$ cat src/hw/id_defs.svh
// ID stage shared constants
// Data and register index widths, RV32I major opcodes, link increment

`ifndef ID_DEFS_SVH
`define ID_DEFS_SVH

`define ID_XLEN       32
`define ID_REG_AW     5

// Major opcodes, instr[6:0]
`define ID_OPC_LOAD   7'h03
`define ID_OPC_OP_IMM 7'h13
`define ID_OPC_AUIPC  7'h17
`define ID_OPC_STORE  7'h23
`define ID_OPC_OP     7'h33
`define ID_OPC_LUI    7'h37
`define ID_OPC_BRANCH 7'h63
`define ID_OPC_JALR   7'h67
`define ID_OPC_JAL    7'h6f

// Return address offset for JAL/JALR
`define ID_PC_INCR    4

`endif

$ cat src/hw/id_pkg.sv
// ID stage types
// Vector typedefs, control enums and the bundles passed between the decode blocks

`include "id_defs.svh"

package id_pkg;

  typedef logic [`ID_XLEN-1:0]   word_t;
  typedef logic [`ID_REG_AW-1:0] reg_addr_t;

  // ALU operator, compare codes double as branch condition
  typedef enum logic [3:0] {
    ALU_ADD, ALU_SUB, ALU_XOR, ALU_OR, ALU_AND, ALU_SLL, ALU_SRL, ALU_SRA,
    ALU_SLT, ALU_SLTU, ALU_EQ, ALU_NE, ALU_LT, ALU_GE, ALU_LTU, ALU_GEU
  } alu_op_e;

  typedef enum logic [1:0] { OP_A_REG_A, OP_A_CURRPC, OP_A_IMM_ZERO } op_a_sel_e;
  typedef enum logic { OP_B_REG_B, OP_B_IMM } op_b_sel_e;

  typedef enum logic [2:0] {
    IMM_B_I, IMM_B_S, IMM_B_B, IMM_B_U, IMM_B_J, IMM_B_INCR_PC
  } imm_b_sel_e;

  // Class that steers the FSM
  typedef enum logic [2:0] {
    CLS_ALU, CLS_BRANCH, CLS_JUMP, CLS_LSU, CLS_ILLEGAL
  } insn_class_e;

  typedef enum logic { FIRST_CYCLE, MULTI_CYCLE } id_fsm_e;

  // Decoder output bundle
  typedef struct packed {
    insn_class_e cls;
    alu_op_e     alu_op;
    op_a_sel_e   op_a_sel;
    op_b_sel_e   op_b_sel;
    imm_b_sel_e  imm_b_sel;
    logic        rf_we;
    logic        ren_a;
    logic        ren_b;
    logic        lsu_we;
    logic [1:0]  lsu_type;    // 00 word, 01 half, 10 byte
    logic        lsu_sign_ext;
  } dec_ctrl_t;

  typedef struct packed {
    word_t i;
    word_t s;
    word_t b;
    word_t u;
    word_t j;
  } imm_set_t;

  typedef struct packed {
    alu_op_e alu_op;
    word_t   op_a;
    word_t   op_b;
  } ex_req_t;

  // Request towards the load/store unit
  typedef struct packed {
    logic       req;
    logic       we;
    logic [1:0] data_type;
    logic       sign_ext;
    word_t      wdata;
  } lsu_req_t;

endpackage

$ cat src/hw/id_decoder.sv
// RV32I instruction decoder
// Opcode/funct decoding into the control bundle and extraction of the immediates

`timescale 1ns/100ps
`include "id_defs.svh"

module id_decoder (
  input  id_pkg::word_t     instr_i,
  output id_pkg::dec_ctrl_t ctrl_o,
  output id_pkg::imm_set_t  imm_o,
  output id_pkg::reg_addr_t raddr_a_o,
  output id_pkg::reg_addr_t raddr_b_o,
  output id_pkg::reg_addr_t waddr_o
);

  import id_pkg::*;

  logic [6:0] opcode;
  logic [2:0] funct3;
  logic [6:0] funct7;
  logic [1:0] lsu_size;
  logic       lsu_size_ok;
  logic       illegal;

  assign opcode = instr_i[6:0];
  assign funct3 = instr_i[14:12];
  assign funct7 = instr_i[31:25];

  // Fixed register fields
  assign raddr_a_o = instr_i[19:15];
  assign raddr_b_o = instr_i[24:20];
  assign waddr_o   = instr_i[11:7];

  ////////////////////////////////////////////////////////////
  // Immediates
  ////////////////////////////////////////////////////////////

  assign imm_o.i = {{(`ID_XLEN-12){instr_i[31]}}, instr_i[31:20]};
  assign imm_o.s = {{(`ID_XLEN-12){instr_i[31]}}, instr_i[31:25], instr_i[11:7]};
  // B and J are halfword aligned, bit 0 forced low
  assign imm_o.b = {{(`ID_XLEN-12){instr_i[31]}}, instr_i[7], instr_i[30:25],
                    instr_i[11:8], 1'b0};
  assign imm_o.u = {instr_i[31:12], 12'b0};
  assign imm_o.j = {{(`ID_XLEN-20){instr_i[31]}}, instr_i[19:12], instr_i[20],
                    instr_i[30:21], 1'b0};

  // Access size from funct3[1:0], shared by loads and stores
  always_comb begin
    lsu_size_ok = 1'b1;
    case (funct3[1:0])
      2'b00:   lsu_size = 2'b10;
      2'b01:   lsu_size = 2'b01;
      2'b10:   lsu_size = 2'b00;
      default: begin
        lsu_size    = 2'b00;
        lsu_size_ok = 1'b0;
      end
    endcase
  end

  ////////////////////////////////////////////////////////////
  // Control decode
  ////////////////////////////////////////////////////////////

  always_comb begin
    // Defaults describe a register-register ALU op with nothing enabled
    ctrl_o           = '0;
    ctrl_o.cls       = CLS_ALU;
    ctrl_o.alu_op    = ALU_ADD;
    ctrl_o.op_a_sel  = OP_A_REG_A;
    ctrl_o.op_b_sel  = OP_B_REG_B;
    ctrl_o.imm_b_sel = IMM_B_I;
    illegal          = 1'b0;

    case (opcode)
      `ID_OPC_LUI: begin
        ctrl_o.op_a_sel  = OP_A_IMM_ZERO;
        ctrl_o.op_b_sel  = OP_B_IMM;
        ctrl_o.imm_b_sel = IMM_B_U;
        ctrl_o.rf_we     = 1'b1;
      end
      `ID_OPC_AUIPC: begin
        ctrl_o.op_a_sel  = OP_A_CURRPC;
        ctrl_o.op_b_sel  = OP_B_IMM;
        ctrl_o.imm_b_sel = IMM_B_U;
        ctrl_o.rf_we     = 1'b1;
      end
      `ID_OPC_JAL: begin
        ctrl_o.cls       = CLS_JUMP;
        ctrl_o.op_a_sel  = OP_A_CURRPC;
        ctrl_o.op_b_sel  = OP_B_IMM;
        ctrl_o.imm_b_sel = IMM_B_J;
        ctrl_o.rf_we     = 1'b1;
      end
      `ID_OPC_JALR: begin
        ctrl_o.cls       = CLS_JUMP;
        ctrl_o.op_b_sel  = OP_B_IMM;
        ctrl_o.rf_we     = 1'b1;
        ctrl_o.ren_a     = 1'b1;
        illegal          = (funct3 != 3'b000);
      end
      `ID_OPC_BRANCH: begin
        // Operands form the target, operator carries the condition
        ctrl_o.cls       = CLS_BRANCH;
        ctrl_o.op_a_sel  = OP_A_CURRPC;
        ctrl_o.op_b_sel  = OP_B_IMM;
        ctrl_o.imm_b_sel = IMM_B_B;
        ctrl_o.ren_a     = 1'b1;
        ctrl_o.ren_b     = 1'b1;
        case (funct3)
          3'b000:  ctrl_o.alu_op = ALU_EQ;
          3'b001:  ctrl_o.alu_op = ALU_NE;
          3'b100:  ctrl_o.alu_op = ALU_LT;
          3'b101:  ctrl_o.alu_op = ALU_GE;
          3'b110:  ctrl_o.alu_op = ALU_LTU;
          3'b111:  ctrl_o.alu_op = ALU_GEU;
          default: illegal = 1'b1;
        endcase
      end
      `ID_OPC_LOAD: begin
        ctrl_o.cls          = CLS_LSU;
        ctrl_o.op_b_sel     = OP_B_IMM;
        ctrl_o.rf_we        = 1'b1;
        ctrl_o.ren_a        = 1'b1;
        ctrl_o.lsu_type     = lsu_size;
        ctrl_o.lsu_sign_ext = ~funct3[2];
        // LWU does not exist on RV32
        illegal             = ~lsu_size_ok | (funct3 == 3'b110);
      end
      `ID_OPC_STORE: begin
        ctrl_o.cls       = CLS_LSU;
        ctrl_o.op_b_sel  = OP_B_IMM;
        ctrl_o.imm_b_sel = IMM_B_S;
        ctrl_o.ren_a     = 1'b1;
        ctrl_o.ren_b     = 1'b1;
        ctrl_o.lsu_we    = 1'b1;
        ctrl_o.lsu_type  = lsu_size;
        illegal          = ~lsu_size_ok | funct3[2];
      end
      `ID_OPC_OP_IMM: begin
        ctrl_o.op_b_sel = OP_B_IMM;
        ctrl_o.rf_we    = 1'b1;
        ctrl_o.ren_a    = 1'b1;
        case (funct3)
          3'b000: ctrl_o.alu_op = ALU_ADD;
          3'b010: ctrl_o.alu_op = ALU_SLT;
          3'b011: ctrl_o.alu_op = ALU_SLTU;
          3'b100: ctrl_o.alu_op = ALU_XOR;
          3'b110: ctrl_o.alu_op = ALU_OR;
          3'b111: ctrl_o.alu_op = ALU_AND;
          3'b001: begin
            ctrl_o.alu_op = ALU_SLL;
            illegal       = (funct7 != 7'h00);
          end
          default: begin
            // Shift right, funct7 picks logical or arithmetic
            ctrl_o.alu_op = funct7[5] ? ALU_SRA : ALU_SRL;
            illegal       = (funct7 != 7'h00) && (funct7 != 7'h20);
          end
        endcase
      end
      `ID_OPC_OP: begin
        ctrl_o.rf_we = 1'b1;
        ctrl_o.ren_a = 1'b1;
        ctrl_o.ren_b = 1'b1;
        case ({funct7, funct3})
          {7'h00, 3'b000}: ctrl_o.alu_op = ALU_ADD;
          {7'h20, 3'b000}: ctrl_o.alu_op = ALU_SUB;
          {7'h00, 3'b001}: ctrl_o.alu_op = ALU_SLL;
          {7'h00, 3'b010}: ctrl_o.alu_op = ALU_SLT;
          {7'h00, 3'b011}: ctrl_o.alu_op = ALU_SLTU;
          {7'h00, 3'b100}: ctrl_o.alu_op = ALU_XOR;
          {7'h00, 3'b101}: ctrl_o.alu_op = ALU_SRL;
          {7'h20, 3'b101}: ctrl_o.alu_op = ALU_SRA;
          {7'h00, 3'b110}: ctrl_o.alu_op = ALU_OR;
          {7'h00, 3'b111}: ctrl_o.alu_op = ALU_AND;
          default:         illegal = 1'b1;
        endcase
      end
      default: illegal = 1'b1;
    endcase

    // Unknown encodings leave every enable low
    if (illegal) begin
      ctrl_o     = '0;
      ctrl_o.cls = CLS_ILLEGAL;
    end
  end

endmodule

$ cat src/hw/id_operand_mux.sv
// ALU operand selection
// Picks immediate B, then operand A and operand B for the execute request

`timescale 1ns/100ps
`include "id_defs.svh"

module id_operand_mux (
  input  id_pkg::dec_ctrl_t ctrl_i,
  input  id_pkg::imm_set_t  imm_i,
  input  logic              first_cycle_i,
  input  id_pkg::word_t     pc_i,
  input  id_pkg::word_t     rdata_a_i,
  input  id_pkg::word_t     rdata_b_i,
  output id_pkg::ex_req_t   ex_o
);

  import id_pkg::*;

  logic       jump_link;
  op_a_sel_e  op_a_sel;
  imm_b_sel_e imm_b_sel;
  word_t      imm_b;

  // Second cycle of a jump computes the link address PC + 4
  assign jump_link = (ctrl_i.cls == CLS_JUMP) & ~first_cycle_i;
  assign op_a_sel  = jump_link ? OP_A_CURRPC   : ctrl_i.op_a_sel;
  assign imm_b_sel = jump_link ? IMM_B_INCR_PC : ctrl_i.imm_b_sel;

  always_comb begin
    case (imm_b_sel)
      IMM_B_I:       imm_b = imm_i.i;
      IMM_B_S:       imm_b = imm_i.s;
      IMM_B_B:       imm_b = imm_i.b;
      IMM_B_U:       imm_b = imm_i.u;
      IMM_B_J:       imm_b = imm_i.j;
      default:       imm_b = word_t'(`ID_PC_INCR);
    endcase
  end

  // Operand A, zero source serves LUI
  always_comb begin
    case (op_a_sel)
      OP_A_REG_A:  ex_o.op_a = rdata_a_i;
      OP_A_CURRPC: ex_o.op_a = pc_i;
      default:     ex_o.op_a = {`ID_XLEN{1'b0}};
    endcase
  end

  assign ex_o.op_b   = (ctrl_i.op_b_sel == OP_B_IMM) ? imm_b : rdata_b_i;
  assign ex_o.alu_op = ctrl_i.alu_op;

endmodule

$ cat src/hw/id_fsm.sv
// ID stage control FSM
// First/multi-cycle sequencing, stalls, branch/jump set and done generation

`timescale 1ns/100ps

module id_fsm (
  input  logic                clk_i,
  input  logic                rst_ni,
  input  logic                valid_i,
  input  id_pkg::insn_class_e cls_i,
  input  logic                rf_we_dec_i,
  input  logic                branch_decision_i,
  input  logic                lsu_resp_valid_i,
  output logic                first_cycle_o,
  output logic                rf_we_o,
  output logic                pc_set_o,
  output logic                lsu_req_o,
  output logic                done_o
);

  import id_pkg::*;

  id_fsm_e state_q, state_d;
  logic    is_lsu;
  logic    stall_mem, stall_branch, stall_jump;
  logic    branch_set_d, branch_set_q;
  logic    jump_set;
  logic    set_done_q;
  logic    rf_we_raw;

  assign is_lsu        = (cls_i == CLS_LSU);
  assign first_cycle_o = valid_i & (state_q == FIRST_CYCLE);

  // Memory ops stall the first cycle, then until the response pulse
  assign stall_mem = valid_i & is_lsu & (~lsu_resp_valid_i | first_cycle_o);
  assign lsu_req_o = first_cycle_o & is_lsu;

  ////////////////////////////////////////////////////////////
  // Next state and stalls
  ////////////////////////////////////////////////////////////

  always_comb begin
    state_d      = state_q;
    rf_we_raw    = rf_we_dec_i;
    stall_branch = 1'b0;
    stall_jump   = 1'b0;
    branch_set_d = 1'b0;
    jump_set     = 1'b0;

    if (valid_i) begin
      case (state_q)
        FIRST_CYCLE: begin
          case (cls_i)
            CLS_LSU: state_d = MULTI_CYCLE;
            CLS_BRANCH: begin
              // Only taken branches need the second cycle
              state_d      = branch_decision_i ? MULTI_CYCLE : FIRST_CYCLE;
              stall_branch = branch_decision_i;
              branch_set_d = branch_decision_i;
            end
            CLS_JUMP: begin
              // Target goes out now, link write follows next cycle
              state_d    = MULTI_CYCLE;
              stall_jump = 1'b1;
              jump_set   = 1'b1;
              rf_we_raw  = 1'b0;
            end
            CLS_ILLEGAL: rf_we_raw = 1'b0;
            default:     state_d = FIRST_CYCLE;
          endcase
        end
        default: begin
          // Branch and jump finish here, memory waits for its response
          if (!is_lsu || lsu_resp_valid_i) begin
            state_d = FIRST_CYCLE;
          end
        end
      endcase
    end
  end

  assign done_o  = valid_i & ~(stall_mem | stall_branch | stall_jump);
  assign rf_we_o = valid_i & rf_we_raw;

  // One PC set per instruction, flag cleared once it is done
  assign pc_set_o = (branch_set_q | jump_set) & ~set_done_q;

  always_ff @(posedge clk_i or negedge rst_ni) begin
    if (!rst_ni) begin
      state_q      <= FIRST_CYCLE;
      branch_set_q <= 1'b0;
      set_done_q   <= 1'b0;
    end else begin
      if (valid_i) begin
        state_q <= state_d;
      end
      branch_set_q <= branch_set_d;
      set_done_q   <= (branch_set_q | jump_set | set_done_q) & ~done_o;
    end
  end

endmodule

$ cat src/hw/id_stage.sv
// RV32I instruction decode stage
// Decoder, operand selection and control FSM, drives execute and LSU requests

`timescale 1ns/100ps

module id_stage (
  input  logic              clk_i,
  input  logic              rst_ni,
  input  logic              instr_valid_i,
  input  id_pkg::word_t     instr_i,
  input  id_pkg::word_t     pc_i,
  input  id_pkg::word_t     rf_rdata_a_i,
  input  id_pkg::word_t     rf_rdata_b_i,
  input  logic              branch_decision_i,
  input  logic              lsu_resp_valid_i,
  output id_pkg::ex_req_t   ex_o,
  output id_pkg::lsu_req_t  lsu_o,
  output id_pkg::reg_addr_t rf_raddr_a_o,
  output id_pkg::reg_addr_t rf_raddr_b_o,
  output id_pkg::reg_addr_t rf_waddr_o,
  output logic              rf_we_o,
  output logic              rf_ren_a_o,
  output logic              rf_ren_b_o,
  output logic              illegal_insn_o,
  output logic              pc_set_o,
  output logic              instr_done_o,
  output logic              instr_first_cycle_o
);

  import id_pkg::*;

  dec_ctrl_t ctrl;
  imm_set_t  imm;
  logic      first_cycle;
  logic      lsu_req;

  id_decoder u_decoder (
    .instr_i  (instr_i),
    .ctrl_o   (ctrl),
    .imm_o    (imm),
    .raddr_a_o(rf_raddr_a_o),
    .raddr_b_o(rf_raddr_b_o),
    .waddr_o  (rf_waddr_o)
  );

  id_operand_mux u_operand_mux (
    .ctrl_i       (ctrl),
    .imm_i        (imm),
    .first_cycle_i(first_cycle),
    .pc_i         (pc_i),
    .rdata_a_i    (rf_rdata_a_i),
    .rdata_b_i    (rf_rdata_b_i),
    .ex_o         (ex_o)
  );

  id_fsm u_fsm (
    .clk_i            (clk_i),
    .rst_ni           (rst_ni),
    .valid_i          (instr_valid_i),
    .cls_i            (ctrl.cls),
    .rf_we_dec_i      (ctrl.rf_we),
    .branch_decision_i(branch_decision_i),
    .lsu_resp_valid_i (lsu_resp_valid_i),
    .first_cycle_o    (first_cycle),
    .rf_we_o          (rf_we_o),
    .pc_set_o         (pc_set_o),
    .lsu_req_o        (lsu_req),
    .done_o           (instr_done_o)
  );

  ////////////////////////////////////////////////////////////
  // Output gating
  ////////////////////////////////////////////////////////////

  assign illegal_insn_o      = instr_valid_i & (ctrl.cls == CLS_ILLEGAL);
  assign instr_first_cycle_o = first_cycle;

  // Read ports only for valid, legal instructions
  assign rf_ren_a_o = instr_valid_i & ~illegal_insn_o & ctrl.ren_a;
  assign rf_ren_b_o = instr_valid_i & ~illegal_insn_o & ctrl.ren_b;

  // Store data straight from rs2, no forwarding
  assign lsu_o.req       = lsu_req;
  assign lsu_o.we        = ctrl.lsu_we;
  assign lsu_o.data_type = ctrl.lsu_type;
  assign lsu_o.sign_ext  = ctrl.lsu_sign_ext;
  assign lsu_o.wdata     = rf_rdata_b_i;

endmodule

$ cat config.mk
export PLATFORM = sky130hd
export DESIGN_NAME = id_stage
export DESIGN_NICKNAME = d
export VERILOG_FILES = /design/src/hw/id_pkg.sv /design/src/hw/id_decoder.sv /design/src/hw/id_operand_mux.sv /design/src/hw/id_fsm.sv /design/src/hw/id_stage.sv
export VERILOG_INCLUDE_DIRS = /design/src /design/src/hw
export SDC_FILE = /design/constraint.sdc
export NUM_CORES = 1
export LEC_CHECK = 0
export BUFFER_PORTS_ARGS = -buffer_cell sky130_fd_sc_hd__buf_2
export CAP_MARGIN = 25
export CORE_AREA = 2 2 101 103
export DETAILED_ROUTE_END_ITERATION = 8
export DIE_AREA = 0 0 103 105
export PLACE_DENSITY = 0.68
export SETUP_SLACK_MARGIN = 0.15
export SYNTH_ARGS = -nofsm -noshare
export SYNTH_HDL_FRONTEND = slang
export SYNTH_SLANG_ARGS = --single-unit
$ cat constraint.sdc
create_clock -name clk_i -period 3.1 [get_ports clk_i]
set_clock_uncertainty 0.05 [all_clocks]
set_input_delay 0.31 -clock clk_i [delete_from_list [all_inputs] [get_ports clk_i]]
set_output_delay 0.31 -clock clk_i [all_outputs]
set_load 0.02 [all_outputs]
* Word level (Yosys, flattened, before mapping) *
Index checks and enable logic that the tools add are counted.

storage, ports and cells
  bits in registers = 3

cells by class
  multiplexer cells = 40
  reduce and logical (&&, ||, !) cells = 25
  equality and inequality tests = 37
  bitwise logic cells = 29

operator list
  cell                 number
  $pmux 32 s5          1
  $pmux 32 s2          1
  $eq 10x3->1 const B  4
  $pmux 4 s9           1
  $mux 32              1
  $pmux 4 s7           1
  $pmux 4 s6           1
  $mux 1               22
  $eq 7x6->1 const B   3
  $eq 7x7->1 const B   3
  $eq 10x2->1 const B  2
  $eq 10x9->1 const B  2
  $mux 20              1
  $eq 3x2->1 const B   6
  $eq 3x3->1 const B   6
  $reduce_or 6->1      3
  $eq 7x5->1 const B   2
  $and 1x1->1          13
  $pmux 3 s4           1
  $pmux 4 s3           1
  $reduce_or 3->1      4
  $eq 10x1->1 const B  1
  $logic_not 10->1     1
  $reduce_or 10->1     1
  other kinds (23)     49

* Logic depth before layout (Yosys ltp) *
Gate-level depths: netlist of the first run.

  depth after elaboration = 17
  gate-level depth with buffers = 10

* Cells and area by module *
A second synthesis of the first run with hierarchy kept.

unflattened totals
  cells, all modules = 632
  area total of the unflattened synthesis = 4584.4 µm²

by module, submodules not included
  module          times used  seq. area each (µm²)  area each (µm²)  cells each
  id_operand_mux  1           0.0                   2053.2           278
  id_decoder      1           0.0                   2052.0           296
  id_stage        1           0.0                   276.5            38
  id_fsm          1           75.1                  202.7            20

* Least setup slack after synthesis of the first run *
Ideal clock, no wire load.

  kind = input to output
  start = input port instr_i[26]
  end = output port ex_o[66] (netlist name)
  path slack = 0.073 ns
  required time = 2.740 ns
  data arrival time = 2.667 ns
  cell stages on the path = 6
  path through = or4_4 -> nor3_4 -> a21oi_1 -> a31oi_1 -> nand2_1 -> a2111oi_0

RTL lines
  element          line            source
  start, declared  id_stage.sv:10  input id_pkg::word_t instr_i,
  end, declared    id_stage.sv:16  output id_pkg::ex_req_t ex_o,

==> results of run 1 <==
final timing paths:
check	cells after the start	slack, ns	end	start
hold / removal	3	0.30	u_fsm.branch_set_q	branch_decision_i
max in group asynchronous	2	2.51	u_fsm.branch_set_q	rst_ni
min in group asynchronous	2	0.37	u_fsm.set_done_q	rst_ni
setup / recovery	9	0.10	ex_o[17]	instr_i[26]
setup reg to reg	5	1.67	u_fsm.set_done_q	u_fsm.state_q
hold reg to reg	2	0.49	u_fsm.set_done_q	u_fsm.set_done_q
kinds of logic after synthesis:
logic type             count (synthesis)  synth area share
AO/OA/AOI/OAI                        129             0.470
XOR/XNOR                               1           0.00406
buffers and inverters                 83             0.237
flip-flops                             3            0.0348
multiplexers                           4            0.0209
AND/OR/NAND/NOR                       93             0.234
cell usage after synthesis (4+ instances only):
cell	number	share of area
clkbuf_1	17	0.030
nand3_1	6	0.014
nor4_1	5	0.015
o21a_1	9	0.031
a32oi_1	5	0.020
nor3_1	10	0.023
buf_4	48	0.17
a21oi_1	9	0.021
o31ai_1	14	0.049
nor2_1	18	0.031
nand2b_1	6	0.017
a22o_1	32	0.13
o21ai_0	14	0.033
nand2_1	24	0.042
a221o_1	20	0.093
inv_1	8	0.014
buf_2	9	0.021
and2_1	7	0.020
a31oi_1	5	0.015
nor2b_1	4	0.012
area by class of cell:
cell class / count / share of cell area
inverters: 8 / 0.00797
flip-flops and latches: 3 / 0.0199
repair buffers: 297 / 0.468
well taps: 133 / 0.0442
clock buffers: 4 / 0.0120
multi-input cells: 227 / 0.448
where the power goes:
part	internal, mW	total [mW]	switching, mW
sequential	0.0395	0.0395	0.0000430
combinational	0.202	0.471	0.268
clock	0.0879	0.116	0.0282
total	0.330	0.626	0.297
metrics by stage:
| step | power, mW | setup slack (ns) |
|---|---|---|
| floorplan | 0.305 | 0.0734 |
| global placement | 0.478 | -0.126 |
| detailed placement | 0.482 | -0.219 |
| CTS | 0.606 | 0.0830 |
| global route | 0.663 | 0.0577 |
| finish | 0.626 | 0.102 |
layer usage:
layer  global-route usage  routed length [µm]
met1                0.244                4750
met2                0.358                6030
met3               0.0254                1020
met4               0.0141                  45
met5                    0                   0
sequential cells by signal (all words and copies together), names as in the netlist:
signal / flops
u_fsm.set_done_q: 1
u_fsm.branch_set_q: 1
u_fsm.state_q: 1
repair_timing:
action,4_1_cts,5_1_grt
pin swaps,3,8
gates cloned,0,1
setup endpoints to repair,30,68
endpoints found under the hold margin,3,0
buffers inserted,3,1
hold buffers,1,0
gates resized for setup,15,40
critical path, stage by stage:
cell	delay, ns
buf_6	0.09
or4_4	0.53
nor3_4	0.26
o21ai_2	0.13
a31o_4	0.24
or3_4	0.39
clkbuf_16	0.19
a221o_1	0.36
buf_6	0.14
==> results.json, run 1 <==
{
  "status": "completed",
  "gp_congestion": 0.868,
  "cp-end-kind": "output port",
  "die_w_um": 103,
  "synth_fp_nets": 446,
  "drc_errors": 0,
  "antenna_found_initial": 0,
  "final_common_cell": "buf_2",
  "n_antenna_cell": 0,
  "async_reset_ff_frac": 1.00,
  "postPlaceCellArea_um2": 3430,
  "leakagePower_nw": 1.98,
  "core_um2": 9640,
  "multi_input_area_um2": 1690,
  "fin_crit_ns": 3.00,
  "port-buffer-count": 259,
  "synth_flop_cell": "dfrtp_1",
  "whs_ns": 0.298,
  "syn_inst": 313,
  "start_util": 0.224,
  "avgSynthCellArea_um2": 6.89,
  "die-area_um2": 10800,
  "post-route-period-util": 0.967,
  "first_global_vias": 3178,
  "synthDistinctLibCells": 52,
  "synth-seq-cells": 3,
  "rsz0062_at_grt": "true",
  "cts_tree": "done",
  "power_density_nw_per_um2": 166,
  "num_io_pins": 260,
  "nNetsFinal": 673,
  "hold_path_class": "in2reg",
  "slew_violations": 0,
  "fin_area_um2": 3770,
  "fin_util": 0.391,
  "path_clk_slew_ns": 0.03,
  "crit_fanout": 6,
  "routed_wl_um": 11800,
  "layout_common_cells": "buf_2, buf_4, a22o_1, nand2_1, a221o_1",
  "rows": 36,
  "worstSetupPathType": "in2out",
  "fin_setup_tns_ns": 0,
  "htreeDepth": 1,
  "finalHoldViolCount": 0,
  "seq_area_um2": 75.1,
  "setup_violations": 0,
  "required_ns": 2.74,
  "die_h_um": 105,
  "clock_sinks": 3,
  "drtPass1Iterations": 4,
  "clock_latency_ns": 0.22,
  "viasPerCell": 5.14,
  "drive_gt1_frac": 0.599,
  "cts_root_buffer": "clkbuf_8",
  "area_growth_pct": 74.7,
  "worstMarginPinSlew_ns": 0.410,
  "ant_nets": 0,
  "place_hpwl_um": 9750,
  "ys_warn_count": 0,
  "dp_cells": 662,
  "synth_enable_flop_cells": 0,
  "vdd_drop_max_uv": 118,
  "nFillCells": 1036,
  "start_kind": "input port",
  "cts_buffers": 3,
  "drtIter0Drc": 223,
  "yosysSeqAreaShare": 0.0348,
  "netlist_area_um2": 2160,
  "cap_violations": 0,
  "grt.overflow.total": 0,
  "vias": 3457,
  "cp.arrival_ns": 2.64,
  "fmax_ghz": 0.334,
  "grt_usage": 0.194,
  "maxSlewHeadroom": 0.726,
  "grt_pass1_wl_um": 16700,
  "avgRoutedWirePerCell_um": 17.6,
  "grt_max_degree": 34,
  "final-instance-count-excl-fill": 672,
  "cts_buffer_depth": 2
}
(Power assumes the default switching activity.)
==> run 2, diff against run 1 <==
Settings changed: BUFFER_PORTS_ARGS -buffer_cell sky130_fd_sc_hd__buf_2 to default, CORE_AREA 2 2 101 103 to 2 2 102 104, DIE_AREA 0 0 103 105 to 0 0 104 106, DONT_BUFFER_PORTS from default to 1, PLACE_DENSITY 0.68 to 0.45.
==> run 2 against run 1 <==
Net effect: combinational power is 56% lower; count of clock-buffer cells in the layout unchanged; total power shrank 42%; highest routed layer unchanged.
==> results.json, run 2 (same netlist as run 1, synthesis figures left out) <==
{
  "largestRegisters": "u_fsm.branch_set_q x1, u_fsm.set_done_q x1, u_fsm.state_q x1",
  "cts_setup_buffers": 0,
  "power_density_nw_per_um2": 161,
  "hold_depth": 2,
  "rows": 37,
  "leakagePower_nw": 0.881,
  "setup_slack_ns": 0.241,
  "p_sw_frac": 0.441,
  "maxSlewHeadroom": 0.650,
  "ant_nets": 0,
  "worstMarginPinSlew_ns": 0.524,
  "seq_area_um2": 75.1,
  "cts_buffer_depth": 2,
  "rsz0062_at_grt": "false",
  "hold_start": "branch_decision_i",
  "final_common_cell": "buf_4",
  "cp.arrival_ns": 2.50,
  "fin_setup_tns_ns": 0,
  "cts_root_buffer": "clkbuf_8",
  "setup_violations": 0,
  "grt_usage": 0.169,
  "drtIter0Drc": 308,
  "grt.overflow.total": 0,
  "nNetsFinal": 416,
  "first_global_vias": 2240,
  "die-area_um2": 11000,
  "cp-end-kind": "output port",
  "min_to": "u_fsm.branch_set_q",
  "hold_path_class": "in2reg",
  "crit_fanout": 32,
  "vias": 2567,
  "p_sw_uw": 159,
  "clock_sinks": 3,
  "drc_errors": 0,
  "fmax_ghz": 0.350,
  "crit_family": "simple AND/OR/NAND/NOR gates",
  "htreeDepth": 1,
  "dp_cells": 413,
  "worstPathCellList": "or4_4, nor3_4, a21oi_1, a31o_2, or3_1, buf_6, a221o_1",
  "cap_violations": 0,
  "die_w_um": 104,
  "start_util": 0.216,
  "layout_common_cells": "buf_4, a22o_1, nand2_1, a221o_1, nor2_1",
  "seqPwrFrac": 0.109,
  "cts_buffers": 3,
  "crit_buf_inv": 1,
  "slew_violations": 0,
  "post-route-period-util": 0.922,
  "die_h_um": 106,
  "required_ns": 2.74,
  "rrSetupSlack_ns": 1.65,
  "antenna_found_initial": 1,
  "fin_crit_ns": 2.86,
  "clockPowerShare": 0.315,
  "final-instance-count-excl-fill": 419,
  "status": "completed",
  "critical-path-max-stage-delay_ns": 0.53,
  "grt_pass1_wl_um": 14400,
  "p_int_uw": 202,
  "crit_slowest_cell": "or4_4",
  "core_um2": 10000,
  "num_io_pins": 260,
  "avgRoutedWirePerCell_um": 24.7,
  "place_ws_ns": 0.235,
  "grt_max_degree": 33,
  "gp_congestion": 0.876,
  "multi_input_area_um2": 1600,
  "vdd_drop_max_uv": 73.9,
  "place_hpwl_um": 8560,
  "ff2ff_path_depth": 5,
  "finalHoldViolCount": 0,
  "nFillCells": 1143,
  "whs_ns": 0.166,
  "combPwrFrac": 0.576,
  "viasPerCell": 6.13,
  "clock_latency_ns": 0.22,
  "drive_gt1_frac": 0.199,
  "path_clk_slew_ns": 0.03,
  "worstSetupPathType": "in2out",
  "area_growth_pct": 3.89,
  "start_kind": "input port",
  "routed_wl_um": 10400,
  "r2r_end": "u_fsm.set_done_q",
  "cts_tree": "done",
  "port-buffer-count": 0,
  "drtPass1Iterations": 5,
  "reg2reg_from": "u_fsm.state_q"
}
==> run 2: per-stage QoR <==
step | utilization | area [µm²] | power (mW)
after detailed placement | 0.216 | 2160 | 0.245
after CTS | 0.222 | 2220 | 0.364
after floorplan | - | 2160 | 0.305
final | 0.224 | 2240 | 0.362
after global routing | 0.224 | 2240 | 0.387
after global placement | 0.216 | 2160 | 0.246
==> run 2: cell type report <==
class | count | share of cell area
clock buffer | 4 | 0.0201
antenna | 1 | 0.00112
timing repair buffer | 40 | 0.142
multi-input combinational | 227 | 0.713
sequential | 3 | 0.0335
inverter | 8 | 0.0134
tap | 136 | 0.0760
==> run 2: repair_timing <==
item,CTS,global route
gates resized for setup,0,4
hold buffers,1,0
endpoints found under the hold margin,3,0
setup endpoints to repair,0,4
==> run 2: worst register-to-register path: stages, from the launching register on <==
cell and delay [ns]:
dfrtp_1 0.39, nand2b_1 0.23, inv_1 0.14, buf_4 0.17, o2111ai_1 0.17, a22oi_1 0.21
==> run 2: power groups by stage <==
stage / registers, mW / clock network, mW / logic, mW
6_report: 0.0395 / 0.114 / 0.208
5_1_grt: 0.0395 / 0.127 / 0.220
4_1_cts: 0.0395 / 0.118 / 0.207
3_5_place_dp: 0.0400 / 0 / 0.205
3_3_place_gp: 0.0400 / 0 / 0.206
2_1_floorplan: 0.0400 / 0 / 0.265
==> run 2: how the worst max path moves through the flow <==
stage / from / to / cells past startpoint
final: instr_i[26] / ex_o[12] / 7
after detailed placement: instr_i[26] / ex_o[12] / 7
after global placement: instr_i[26] / ex_o[13] / 7
after floorplan: instr_i[26] / ex_o[66] / 6
after CTS: instr_i[26] / ex_o[12] / 7
after global routing: instr_i[26] / ex_o[63] / 9
==> run 2: metal layers <==
| metal | track usage | vias up | part of all wire |
|---|---|---|---|
| li1 | - | 1109 | - |
| met1 | 0.213 | 1196 | 0.39 |
| met2 | 0.270 | 227 | 0.46 |
| met3 | 0.0527 | 35 | 0.12 |
| met4 | 0.0666 | 0 | 0.039 |
| met5 | 0 | - | 0 |
